### src/cpu_ctrl_pkg.sv
package cpu_ctrl_pkg;

	typedef logic [7:0] opcode_t;   // One instruction byte
	typedef logic [3:0] op_group_t; // Major opcode field
	typedef logic [1:0] reg_idx_t;  // ra, rb or branch field
	typedef logic [3:0] flags_t;    // {V, C, N, Z}

	// Major opcodes, upper nibble of the byte
	localparam op_group_t OPC_NOP    = 4'd0;
	localparam op_group_t OPC_MOV    = 4'd1;
	localparam op_group_t OPC_ADD    = 4'd2;
	localparam op_group_t OPC_SUB    = 4'd3;
	localparam op_group_t OPC_AND    = 4'd4;
	localparam op_group_t OPC_OR     = 4'd5;
	localparam op_group_t OPC_SHIFT  = 4'd6;  // RLC, RRC, SETC, CLRC
	localparam op_group_t OPC_STACK  = 4'd7;  // PUSH, POP, OUT, IN
	localparam op_group_t OPC_UNARY  = 4'd8;  // NOT, NEG, INC, DEC
	localparam op_group_t OPC_BRANCH = 4'd9;  // JZ, JN, JC, JV
	localparam op_group_t OPC_LOOP   = 4'd10;
	localparam op_group_t OPC_JUMP   = 4'd11; // JMP, CALL, RET
	localparam op_group_t OPC_LONG   = 4'd12; // Two-byte prefix
	localparam op_group_t OPC_LDI    = 4'd13;
	localparam op_group_t OPC_STI    = 4'd14;

	localparam int FLAG_Z_BIT = 0;
	localparam int FLAG_N_BIT = 1;
	localparam int FLAG_C_BIT = 2;
	localparam int FLAG_V_BIT = 3;

	typedef enum logic [5:0] {
		ALU_NOP  = 6'd0,  ALU_MOV  = 6'd1,  ALU_ADD  = 6'd2,  ALU_SUB      = 6'd3,
		ALU_AND  = 6'd4,  ALU_OR   = 6'd5,  ALU_RLC  = 6'd6,  ALU_RRC      = 6'd7,
		ALU_SETC = 6'd8,  ALU_CLRC = 6'd9,  ALU_PUSH = 6'd10, ALU_POP      = 6'd11,
		ALU_OUT  = 6'd12, ALU_IN   = 6'd13, ALU_NOT  = 6'd14, ALU_NEG      = 6'd15,
		ALU_INC  = 6'd16, ALU_DEC  = 6'd17, ALU_JZ   = 6'd18, ALU_JN       = 6'd19,
		ALU_JC   = 6'd20, ALU_JV   = 6'd21, ALU_LOOP = 6'd22, ALU_PASS_RD2 = 6'd23,
		ALU_CALL = 6'd24, ALU_RET  = 6'd25, ALU_RTI  = 6'd26, ALU_LDM      = 6'd27,
		ALU_LDD  = 6'd28, ALU_STD  = 6'd29, ALU_LDI  = 6'd30, ALU_STI      = 6'd31
	} alu_op_t;

	typedef enum logic [1:0] {
		PC_SEL_INC  = 2'b00, // PC + 1
		PC_SEL_JUMP = 2'b11  // ALU or memory output
	} pc_sel_t;

	typedef enum logic [1:0] {
		WR_ADDR_RA = 2'b00, WR_ADDR_RB = 2'b01, WR_ADDR_SP = 2'b10, WR_ADDR_OLD_RB = 2'b11
	} wr_addr_sel_t;

	typedef enum logic [1:0] {
		RDATA_STACK = 2'b00, RDATA_IN_PORT = 2'b01, RDATA_DATA = 2'b10, RDATA_IMM = 2'b11
	} rdata_sel_t;

	typedef enum logic [1:0] {
		OUT_SEL_MEM = 2'b00, // Data memory read data
		OUT_SEL_ALU = 2'b01
	} out_sel_t;

	typedef enum logic [1:0] {
		DMEM_A_ALU = 2'b00, DMEM_A_SP = 2'b01, DMEM_A_SP_INC = 2'b10, DMEM_A_EA = 2'b11
	} dmem_addr_sel_t;

	typedef enum logic [1:0] {
		DMEM_WD_ALU = 2'b00, DMEM_WD_RB = 2'b01, DMEM_WD_PC_INC = 2'b10
	} dmem_wd_sel_t;

	typedef struct packed {
		logic         we;
		wr_addr_sel_t wr_addr_sel;
		rdata_sel_t   wd_sel;
		out_sel_t     out_sel;
		logic         rd2_sel;     // Second read port on held rb
	} regf_ctrl_t;

	typedef struct packed {
		logic           we;
		logic           re;
		dmem_addr_sel_t addr_sel;
		dmem_wd_sel_t   wd_sel;
	} mem_ctrl_t;

	typedef struct packed {
		pc_sel_t pc_sel;
		logic    branch_taken;
		logic    is_ret;
		logic    sp_dir;       // 1 counts the stack pointer up
		logic    sp_inc;
		logic    out_port;
	} flow_ctrl_t;

	typedef struct packed {
		regf_ctrl_t regf;
		mem_ctrl_t  mem;
		flow_ctrl_t flow;
		alu_op_t    alu_op;
	} ctrl_t;

	localparam ctrl_t CTRL_IDLE = '{
		regf:   '{we: 1'b0, wr_addr_sel: WR_ADDR_RA, wd_sel: RDATA_STACK,
			out_sel: OUT_SEL_MEM, rd2_sel: 1'b0},
		mem:    '{we: 1'b0, re: 1'b0, addr_sel: DMEM_A_ALU, wd_sel: DMEM_WD_ALU},
		flow:   '{pc_sel: PC_SEL_INC, branch_taken: 1'b0, is_ret: 1'b0, sp_dir: 1'b0,
			sp_inc: 1'b0, out_port: 1'b0},
		alu_op: ALU_NOP
	};

	typedef enum logic [1:0] {
		SEQ_IDLE = 2'd0, SEQ_SECOND_BYTE = 2'd1, SEQ_LOOP = 2'd2
	} seq_state_t;

	function automatic op_group_t op_group(input opcode_t op);
		return op[7:4];
	endfunction

	function automatic reg_idx_t op_ra(input opcode_t op);
		return op[3:2]; // Also the branch field
	endfunction

	function automatic reg_idx_t op_rb(input opcode_t op);
		return op[1:0];
	endfunction

	// ALU result routed into the register file at dst
	function automatic regf_ctrl_t regf_alu_wb(input wr_addr_sel_t dst);
		return '{we: 1'b1, wr_addr_sel: dst, wd_sel: RDATA_DATA,
			out_sel: OUT_SEL_ALU, rd2_sel: 1'b0};
	endfunction

endpackage

### src/alu_op_decoder.sv
`timescale 1ns/1ps

module alu_op_decoder (
	input  cpu_ctrl_pkg::opcode_t opcode,
	output cpu_ctrl_pkg::ctrl_t   ctrl
);

	cpu_ctrl_pkg::op_group_t group;
	cpu_ctrl_pkg::reg_idx_t  ra;

	assign group = cpu_ctrl_pkg::op_group(opcode);
	assign ra    = cpu_ctrl_pkg::op_ra(opcode);

	always_comb begin
		ctrl = cpu_ctrl_pkg::CTRL_IDLE;
		case (group)
			cpu_ctrl_pkg::OPC_MOV, cpu_ctrl_pkg::OPC_ADD, cpu_ctrl_pkg::OPC_SUB,
			cpu_ctrl_pkg::OPC_AND, cpu_ctrl_pkg::OPC_OR: begin
				ctrl.regf = cpu_ctrl_pkg::regf_alu_wb(cpu_ctrl_pkg::WR_ADDR_RA);
				ctrl.alu_op = cpu_ctrl_pkg::alu_op_t'({2'b00, group}); // Codes 1 to 5
			end
			cpu_ctrl_pkg::OPC_SHIFT: begin
				case (ra)
					2'd0: begin
						ctrl.regf = cpu_ctrl_pkg::regf_alu_wb(cpu_ctrl_pkg::WR_ADDR_RB);
						ctrl.alu_op = cpu_ctrl_pkg::ALU_RLC;
					end
					2'd1: begin
						ctrl.regf = cpu_ctrl_pkg::regf_alu_wb(cpu_ctrl_pkg::WR_ADDR_RB);
						ctrl.alu_op = cpu_ctrl_pkg::ALU_RRC;
					end
					2'd2: ctrl.alu_op = cpu_ctrl_pkg::ALU_SETC; // Carry only
					default: ctrl.alu_op = cpu_ctrl_pkg::ALU_CLRC;
				endcase
			end
			cpu_ctrl_pkg::OPC_STACK: begin
				case (ra)
					2'd0: begin // PUSH rb, SP counts down
						ctrl.alu_op = cpu_ctrl_pkg::ALU_PUSH;
						ctrl.mem.we = 1'b1;
						ctrl.mem.addr_sel = cpu_ctrl_pkg::DMEM_A_SP;
						ctrl.mem.wd_sel = cpu_ctrl_pkg::DMEM_WD_RB;
						ctrl.regf.we = 1'b1;
						ctrl.regf.wr_addr_sel = cpu_ctrl_pkg::WR_ADDR_SP;
						ctrl.regf.wd_sel = cpu_ctrl_pkg::RDATA_STACK;
						ctrl.flow.sp_dir = 1'b0;
					end
					2'd1: begin // POP into rb from ++SP
						ctrl.alu_op = cpu_ctrl_pkg::ALU_POP;
						ctrl.mem.re = 1'b1;
						ctrl.mem.addr_sel = cpu_ctrl_pkg::DMEM_A_SP_INC;
						ctrl.regf.we = 1'b1;
						ctrl.regf.wr_addr_sel = cpu_ctrl_pkg::WR_ADDR_RB;
						ctrl.regf.wd_sel = cpu_ctrl_pkg::RDATA_DATA;
						ctrl.regf.out_sel = cpu_ctrl_pkg::OUT_SEL_MEM;
						ctrl.flow.sp_dir = 1'b1;
						ctrl.flow.sp_inc = 1'b1;
					end
					2'd2: begin
						ctrl.alu_op = cpu_ctrl_pkg::ALU_OUT;
						ctrl.flow.out_port = 1'b1; // Latch rb on the port
					end
					default: begin
						ctrl.alu_op = cpu_ctrl_pkg::ALU_IN;
						ctrl.regf.we = 1'b1;
						ctrl.regf.wr_addr_sel = cpu_ctrl_pkg::WR_ADDR_RB;
						ctrl.regf.wd_sel = cpu_ctrl_pkg::RDATA_IN_PORT;
					end
				endcase
			end
			cpu_ctrl_pkg::OPC_UNARY: begin
				ctrl.regf = cpu_ctrl_pkg::regf_alu_wb(cpu_ctrl_pkg::WR_ADDR_RB);
				case (ra)
					2'd0: ctrl.alu_op = cpu_ctrl_pkg::ALU_NOT;
					2'd1: ctrl.alu_op = cpu_ctrl_pkg::ALU_NEG;
					2'd2: ctrl.alu_op = cpu_ctrl_pkg::ALU_INC;
					default: ctrl.alu_op = cpu_ctrl_pkg::ALU_DEC;
				endcase
			end
			cpu_ctrl_pkg::OPC_LDI: begin
				// rb gets memory at the address held in ra
				ctrl.alu_op = cpu_ctrl_pkg::ALU_LDI;
				ctrl.mem.re = 1'b1;
				ctrl.mem.addr_sel = cpu_ctrl_pkg::DMEM_A_ALU;
				ctrl.regf.we = 1'b1;
				ctrl.regf.wr_addr_sel = cpu_ctrl_pkg::WR_ADDR_RB;
				ctrl.regf.wd_sel = cpu_ctrl_pkg::RDATA_DATA;
				ctrl.regf.out_sel = cpu_ctrl_pkg::OUT_SEL_MEM;
			end
			cpu_ctrl_pkg::OPC_STI: begin
				ctrl.alu_op = cpu_ctrl_pkg::ALU_STI;
				ctrl.mem.we = 1'b1;
				ctrl.mem.addr_sel = cpu_ctrl_pkg::DMEM_A_ALU; // Address from ra
				ctrl.mem.wd_sel = cpu_ctrl_pkg::DMEM_WD_RB;
			end
			default: begin
				ctrl = cpu_ctrl_pkg::CTRL_IDLE; // NOP and groups decoded elsewhere
			end
		endcase
	end

endmodule

### src/control_unit.sv
`timescale 1ns/1ps

module control_unit (
	input  logic                   clk,
	input  logic                   rst,
	input  cpu_ctrl_pkg::opcode_t  opcode,
	input  cpu_ctrl_pkg::flags_t   flags,
	output cpu_ctrl_pkg::ctrl_t    ctrl,
	output cpu_ctrl_pkg::reg_idx_t old_rb,
	output logic                   is_2byte_d,
	output logic                   two_byte
);

	cpu_ctrl_pkg::seq_state_t state;
	cpu_ctrl_pkg::opcode_t    held;
	logic                     loop_start;
	cpu_ctrl_pkg::ctrl_t      alu_ctrl;
	cpu_ctrl_pkg::ctrl_t      flow_ctrl;
	cpu_ctrl_pkg::ctrl_t      followup_ctrl;

	ctrl_sequencer u_sequencer (
		.clk        (clk),
		.rst        (rst),
		.opcode     (opcode),
		.loop_start (loop_start),
		.state      (state),
		.held       (held),
		.two_byte   (two_byte)
	);

	alu_op_decoder u_alu_dec (.opcode(opcode), .ctrl(alu_ctrl));

	flow_decoder u_flow_dec (
		.opcode     (opcode),
		.flags      (flags),
		.ctrl       (flow_ctrl),
		.loop_start (loop_start)
	);

	followup_decoder u_followup_dec (
		.state  (state),
		.held   (held),
		.ctrl   (followup_ctrl),
		.old_rb (old_rb)
	);

	assign is_2byte_d = two_byte; // Stalls fetch for the prefix cycle

	always_comb begin
		if (state != cpu_ctrl_pkg::SEQ_IDLE) begin
			ctrl = followup_ctrl;          // Opcode input ignored here
		end else if (two_byte) begin
			ctrl = cpu_ctrl_pkg::CTRL_IDLE;
		end else begin
			case (cpu_ctrl_pkg::op_group(opcode))
				cpu_ctrl_pkg::OPC_BRANCH, cpu_ctrl_pkg::OPC_LOOP,
				cpu_ctrl_pkg::OPC_JUMP: ctrl = flow_ctrl;
				default: ctrl = alu_ctrl;
			endcase
		end
	end

endmodule

### src/ctrl_sequencer.sv
`timescale 1ns/1ps

module ctrl_sequencer (
	input  logic                     clk,
	input  logic                     rst,
	input  cpu_ctrl_pkg::opcode_t    opcode,
	input  logic                     loop_start,
	output cpu_ctrl_pkg::seq_state_t state,
	output cpu_ctrl_pkg::opcode_t    held,
	output logic                     two_byte
);

	cpu_ctrl_pkg::seq_state_t next_state;

	// A prefix only counts when no follow-up cycle is pending
	assign two_byte = (state == cpu_ctrl_pkg::SEQ_IDLE) &&
		(cpu_ctrl_pkg::op_group(opcode) == cpu_ctrl_pkg::OPC_LONG);

	always_comb begin
		next_state = cpu_ctrl_pkg::SEQ_IDLE;
		case (state)
			cpu_ctrl_pkg::SEQ_IDLE: begin
				if (two_byte) begin
					next_state = cpu_ctrl_pkg::SEQ_SECOND_BYTE;
				end else if (loop_start) begin
					next_state = cpu_ctrl_pkg::SEQ_LOOP; // Write-back of ra next
				end
			end
			default: begin
				next_state = cpu_ctrl_pkg::SEQ_IDLE;    // Follow-up lasts one cycle
			end
		endcase
	end

	always_ff @(posedge clk or negedge rst) begin
		if (!rst) begin
			state <= cpu_ctrl_pkg::SEQ_IDLE;
		end else begin
			state <= next_state;
		end
	end

	// First byte of LDM, LDD or STD
	always_ff @(posedge clk or negedge rst) begin
		if (!rst) begin
			held <= '0;
		end else if (two_byte) begin
			held <= opcode;
		end
	end

endmodule

### src/flow_decoder.sv
`timescale 1ns/1ps

module flow_decoder (
	input  cpu_ctrl_pkg::opcode_t opcode,
	input  cpu_ctrl_pkg::flags_t  flags,
	output cpu_ctrl_pkg::ctrl_t   ctrl,
	output logic                  loop_start
);

	cpu_ctrl_pkg::reg_idx_t brx;
	logic                   flag_hit;
	cpu_ctrl_pkg::alu_op_t  br_op;

	assign brx = cpu_ctrl_pkg::op_ra(opcode);

	// Flag and fall-through code of each conditional branch
	always_comb begin
		case (brx)
			2'd0: begin
				flag_hit = flags[cpu_ctrl_pkg::FLAG_Z_BIT];
				br_op = cpu_ctrl_pkg::ALU_JZ;
			end
			2'd1: begin
				flag_hit = flags[cpu_ctrl_pkg::FLAG_N_BIT];
				br_op = cpu_ctrl_pkg::ALU_JN;
			end
			2'd2: begin
				flag_hit = flags[cpu_ctrl_pkg::FLAG_C_BIT];
				br_op = cpu_ctrl_pkg::ALU_JC;
			end
			default: begin
				flag_hit = flags[cpu_ctrl_pkg::FLAG_V_BIT];
				br_op = cpu_ctrl_pkg::ALU_JV;
			end
		endcase
	end

	assign loop_start = (cpu_ctrl_pkg::op_group(opcode) == cpu_ctrl_pkg::OPC_LOOP);

	always_comb begin
		ctrl = cpu_ctrl_pkg::CTRL_IDLE;
		case (cpu_ctrl_pkg::op_group(opcode))
			cpu_ctrl_pkg::OPC_BRANCH: begin
				ctrl.alu_op = br_op;
				if (flag_hit) begin
					ctrl.alu_op = cpu_ctrl_pkg::ALU_PASS_RD2; // Target is rb
					ctrl.regf.out_sel = cpu_ctrl_pkg::OUT_SEL_ALU;
					ctrl.flow.pc_sel = cpu_ctrl_pkg::PC_SEL_JUMP;
					ctrl.flow.branch_taken = 1'b1;
				end
			end
			cpu_ctrl_pkg::OPC_LOOP: begin
				ctrl.alu_op = cpu_ctrl_pkg::ALU_LOOP; // ra - 1
				if (!flags[cpu_ctrl_pkg::FLAG_Z_BIT]) begin
					ctrl.flow.pc_sel = cpu_ctrl_pkg::PC_SEL_JUMP;
					ctrl.flow.branch_taken = 1'b1;
				end
			end
			cpu_ctrl_pkg::OPC_JUMP: begin
				case (brx)
					2'd0: begin // JMP
						ctrl.alu_op = cpu_ctrl_pkg::ALU_PASS_RD2;
						ctrl.regf.out_sel = cpu_ctrl_pkg::OUT_SEL_ALU;
						ctrl.flow.pc_sel = cpu_ctrl_pkg::PC_SEL_JUMP;
						ctrl.flow.branch_taken = 1'b1;
					end
					2'd1: begin // CALL pushes PC + 1
						ctrl.alu_op = cpu_ctrl_pkg::ALU_CALL;
						ctrl.regf.out_sel = cpu_ctrl_pkg::OUT_SEL_ALU;
						ctrl.flow.pc_sel = cpu_ctrl_pkg::PC_SEL_JUMP;
						ctrl.flow.branch_taken = 1'b1;
						ctrl.mem.we = 1'b1;
						ctrl.mem.addr_sel = cpu_ctrl_pkg::DMEM_A_SP;
						ctrl.mem.wd_sel = cpu_ctrl_pkg::DMEM_WD_PC_INC;
						ctrl.regf.we = 1'b1;
						ctrl.regf.wr_addr_sel = cpu_ctrl_pkg::WR_ADDR_SP;
						ctrl.regf.wd_sel = cpu_ctrl_pkg::RDATA_STACK;
						ctrl.flow.sp_dir = 1'b0;
					end
					2'd2: begin // RET
						ctrl.alu_op = cpu_ctrl_pkg::ALU_RET;
						ctrl.mem.re = 1'b1;
						ctrl.mem.addr_sel = cpu_ctrl_pkg::DMEM_A_SP;
						ctrl.regf.out_sel = cpu_ctrl_pkg::OUT_SEL_MEM; // Return address
						ctrl.flow.pc_sel = cpu_ctrl_pkg::PC_SEL_JUMP;
						ctrl.flow.is_ret = 1'b1;
						ctrl.flow.sp_inc = 1'b1;
					end
					default: begin
						ctrl = cpu_ctrl_pkg::CTRL_IDLE;
					end
				endcase
			end
			default: begin
				ctrl = cpu_ctrl_pkg::CTRL_IDLE;
			end
		endcase
	end

endmodule

### src/followup_decoder.sv
`timescale 1ns/1ps

module followup_decoder (
	input  cpu_ctrl_pkg::seq_state_t state,
	input  cpu_ctrl_pkg::opcode_t    held,
	output cpu_ctrl_pkg::ctrl_t      ctrl,
	output cpu_ctrl_pkg::reg_idx_t   old_rb
);

	assign old_rb = cpu_ctrl_pkg::op_rb(held);

	always_comb begin
		ctrl = cpu_ctrl_pkg::CTRL_IDLE;
		case (state)
			cpu_ctrl_pkg::SEQ_SECOND_BYTE: begin
				case (cpu_ctrl_pkg::op_ra(held))
					2'd0: begin // LDM
						ctrl.alu_op = cpu_ctrl_pkg::ALU_LDM;
						ctrl.regf.we = 1'b1;
						ctrl.regf.wr_addr_sel = cpu_ctrl_pkg::WR_ADDR_OLD_RB;
						ctrl.regf.wd_sel = cpu_ctrl_pkg::RDATA_IMM; // Second byte
						ctrl.regf.out_sel = cpu_ctrl_pkg::OUT_SEL_ALU;
					end
					2'd1: begin // LDD
						ctrl.alu_op = cpu_ctrl_pkg::ALU_LDD;
						ctrl.mem.re = 1'b1;
						ctrl.mem.addr_sel = cpu_ctrl_pkg::DMEM_A_EA;
						ctrl.regf.we = 1'b1;
						ctrl.regf.wr_addr_sel = cpu_ctrl_pkg::WR_ADDR_OLD_RB;
						ctrl.regf.wd_sel = cpu_ctrl_pkg::RDATA_DATA;
						ctrl.regf.out_sel = cpu_ctrl_pkg::OUT_SEL_MEM;
					end
					2'd2: begin // STD
						ctrl.alu_op = cpu_ctrl_pkg::ALU_STD;
						ctrl.mem.we = 1'b1;
						ctrl.mem.addr_sel = cpu_ctrl_pkg::DMEM_A_EA;
						ctrl.mem.wd_sel = cpu_ctrl_pkg::DMEM_WD_RB;
						ctrl.regf.rd2_sel = 1'b1; // Read port on held rb
					end
					default: begin
						ctrl = cpu_ctrl_pkg::CTRL_IDLE;
					end
				endcase
			end
			cpu_ctrl_pkg::SEQ_LOOP: begin
				// Decremented ra goes back
				ctrl.regf = cpu_ctrl_pkg::regf_alu_wb(cpu_ctrl_pkg::WR_ADDR_RA);
				ctrl.alu_op = cpu_ctrl_pkg::ALU_LOOP;
			end
			default: begin
				ctrl = cpu_ctrl_pkg::CTRL_IDLE;
			end
		endcase
	end

endmodule

### config.mk
export PLATFORM = sky130hd
export DESIGN_NAME = control_unit
export DESIGN_NICKNAME = d
export VERILOG_FILES = /design/src/cpu_ctrl_pkg.sv /design/src/alu_op_decoder.sv /design/src/control_unit.sv /design/src/ctrl_sequencer.sv /design/src/flow_decoder.sv /design/src/followup_decoder.sv
export SDC_FILE = /design/constraint.sdc
export NUM_CORES = 1
export LEC_CHECK = 0
export BUFFER_PORTS_ARGS = -buffer_cell sky130_fd_sc_hd__buf_2
export CAP_MARGIN = 20
export CORE_AREA = 2 2 53 55
export DETAILED_ROUTE_END_ITERATION = 10
export DIE_AREA = 0 0 55 57
export PLACE_DENSITY = 0.83
export SLEW_MARGIN = 20
export SYNTH_ARGS = -nofsm -noshare
export SYNTH_HDL_FRONTEND = slang
export SYNTH_SLANG_ARGS = --single-unit
### constraint.sdc
create_clock -name clk -period 2.6 [get_ports clk]
set_input_delay 0 -clock clk [delete_from_list [all_inputs] [get_ports clk]]
set_output_delay 0 -clock clk [all_outputs]
set_load 0.01 [all_outputs]
==> results.sh <==
export IMPL_holdWs_ps=138
export IMPL_grt_pass1_vias=1285
export IMPL_setup_viol=0
export IMPL_cpPeakStageDelay_ps=380
export IMPL_crit_chain="inv_1, ha_1, buf_4, nand3_1, and2b_2, inv_1, o2111ai_1, buf_2"
export IMPL_ys_seq_area_frac=0.111
export IMPL_placed_cells=248
export IMPL_setup_slack_ps=579
export IMPL_dp_slack_ps=859
export IMPL_clk_insertion_delay_late_ps=240
export IMPL_synth_edf_count=0
export IMPL_peakVddDrop_uv=327
export IMPL_p_per_area_nw_per_um2=294
export IMPL_fmax_mhz=495
export IMPL_crit_start="u_sequencer.state[0]"
export IMPL_drt_wl_total_mm=3.67
export IMPL_slowest_stage="dfrtp_1"
export IMPL_die_x_um=55
export IMPL_ios=45
export IMPL_dieArea_sq_um=3140
export IMPL_antenna_found_initial=0
export IMPL_rsz0062_at_grt="no"
export IMPL_stdcell_count=254
export IMPL_setup_tns_ps=0
export IMPL_synth_area_leaders="ha_1, dfrtp_1, a21oi_1"
export IMPL_routed_top_layer="met4"
export IMPL_final_common_cell="buf_2"
export IMPL_r2r_end="u_sequencer.held[0]"
export IMPL_path_clk_slew_ps=40
export IMPL_ys_ff_latch=6
export IMPL_clockBufferDepth=2
export IMPL_start_util=0.516
export IMPL_cp_arrival_ps=2020
export IMPL_dr_pass1_iters=5
export IMPL_overflow=0
export IMPL_grt_max_degree=27
export IMPL_avgViaCountPerCell=6.03
export IMPL_cp_common_cell="inv_1"
export IMPL_fin_crit_sh=0.777
export IMPL_antennaDiodeCount=0
export IMPL_regToRegSetupSlack_ps=1050
export IMPL_end_kind="output port"
export IMPL_syn_area_sq_um=1350
export IMPL_multi_input_comb_area_sq_um=1020
export IMPL_final_cell_mix="buf_2, nand2_1, a21oi_1"
export IMPL_seq_area_sq_um=150
export IMPL_clock_sinks=6
export IMPL_slew_violations=0
export IMPL_placed_area_sq_um=1480
export IMPL_synth_top_cell_by_area="ha_1"
export IMPL_grt_pass1_wl_mm=5.78
export IMPL_cts_tree="yes"
export IMPL_outcome="finished, final reports clean"
export IMPL_drv_cap=0
export IMPL_finalInstanceArea_sq_um=1530
export IMPL_gp_congestion=0.908
export IMPL_syn_area_per_cell_sq_um=7.00
export IMPL_clock_skew_ps=0.780
export IMPL_cts_hold_buffers_added=3
export IMPL_cts_buffers_inserted=3
export IMPL_yosys_warnings=0
export IMPL_rr_startpoint="u_sequencer.state[0]"
export IMPL_htreeDepth=1
export IMPL_worstPathMaxFanout=14
export IMPL_cts_root_buffer="clkbuf_4"
export IMPL_yosys_area_top_type_share=0.130
export IMPL_async_flop_share=1.00
export IMPL_gr_usage_all_layers=0.244
export IMPL_post_cts_buffers=0
export IMPL_hold_viol_final=0
export IMPL_crit_required_ps=2600
export IMPL_dpl_hpwl_mm=2.79
export IMPL_drtIter0Drc=99
export IMPL_dr_total_vias=1531
export IMPL_drc_errors=0
export IMPL_wl_met3_um=429
export IMPL_criticalPathCategory="reg2out"
export IMPL_drive_gt1_frac=0.242
export IMPL_final_nets=253
export IMPL_wl_per_cell_um=14.5
export IMPL_rows=19
export IMPL_path_buf_inv=4
export IMPL_met1Wirelength_mm=1.55
export IMPL_leakage_nw=0.750
export IMPL_dominantRegCellSynth="dfrtp_1"
export IMPL_cts_resized=0
export IMPL_fp_coreArea_sq_um=2620
export IMPL_n_fill_cell=244
export IMPL_met2_wirelength_mm=1.65
export IMPL_reg2reg_depth=4
export IMPL_yosysUniqueCellTypes=46
export IMPL_hold_path_class="in2async"
export IMPL_drtAntennaViolNets=0
export IMPL_synth_cells=193
export IMPL_die_y_um=57
export IMPL_port_buffers=42
export IMPL_cpLargestDelayFamily="buffers and inverters"
export IMPL_finalCriticalPeriod_ps=2020
export IMPL_syn_to_final_growth_pct=13.2
export IMPL_critPathLaunchType="flip-flop"
## cell type report
| cell class | instances | area share |
|---|---|---|
| clock buffer | 3 | 0.0147 |
| sequential | 6 | 0.0983 |
| multi-input combinational | 154 | 0.665 |
| timing repair buffer | 46 | 0.162 |
| inverter | 14 | 0.0344 |
| tap | 31 | 0.0254 |
## flip-flops by register name (all words and copies together) (netlist names)
name	count
u_sequencer.held	4
u_sequencer.state	2
## Yosys cell counts (5+ instances only)
master and instances:
a21oi_1 15, buf_2 5, nand2_1 16, nor2_1 14, nor2b_1 9, ha_1 14, inv_1 14, dfrtp_1 6
buf_4 10, nor3_1 6, o22ai_1 5, o21ai_0 13, nand2b_1 6
## where the power goes
part / internal, mW / leakage [nW] / switching, mW / total (mW)
sequential: 0.107 / 0.0766 / 0.0106 / 0.118
combinational: 0.101 / 0.660 / 0.146 / 0.247
clock: 0.0521 / 0.0138 / 0.0317 / 0.0838
## metrics by stage
| step | power [mW] | utilization |
|---|---|---|
| final | 0.449 | 0.584 |
| after global routing | 0.488 | 0.584 |
| after detailed placement | 0.358 | 0.564 |
| after global placement | 0.353 | 0.564 |
| after CTS | 0.449 | 0.584 |
| after floorplan | 0.300 | - |
## worst register-to-register path, cell delays in order (launching register included)
cell     delay [ps]
dfrtp_1         380
inv_1            90
ha_1            310
nand3_1         300
mux2_2          350
## routing by layer
metal  up-vias  GRT usage
met2       100      0.357
met4         0     0.0732
met5         -          0
met1       686      0.358
met3         6     0.0497
li1        739          -
## worst max-delay path by stage
stage	endpoint	slack, ps	depth (start not counted)
final	ctrl[26]	580	8
after global routing	ctrl[16]	430	8
after CTS	ctrl[26]	600	8
after detailed placement	ctrl[26]	860	8
after global placement	ctrl[26]	890	8
after floorplan	ctrl[12]	1140	6
## cell families after synthesis
logic type               after synthesis  synth area share
AND/OR/NAND/NOR                       70             0.271
AO/OA/AOI/OAI                         66             0.330
buffers and inverters                 34             0.139
adder cells (fa/ha/maj)               14             0.130
flip-flops                             6             0.111
multiplexers                           2            0.0167
other                                  1           0.00278
(Power assumes the default switching activity.)
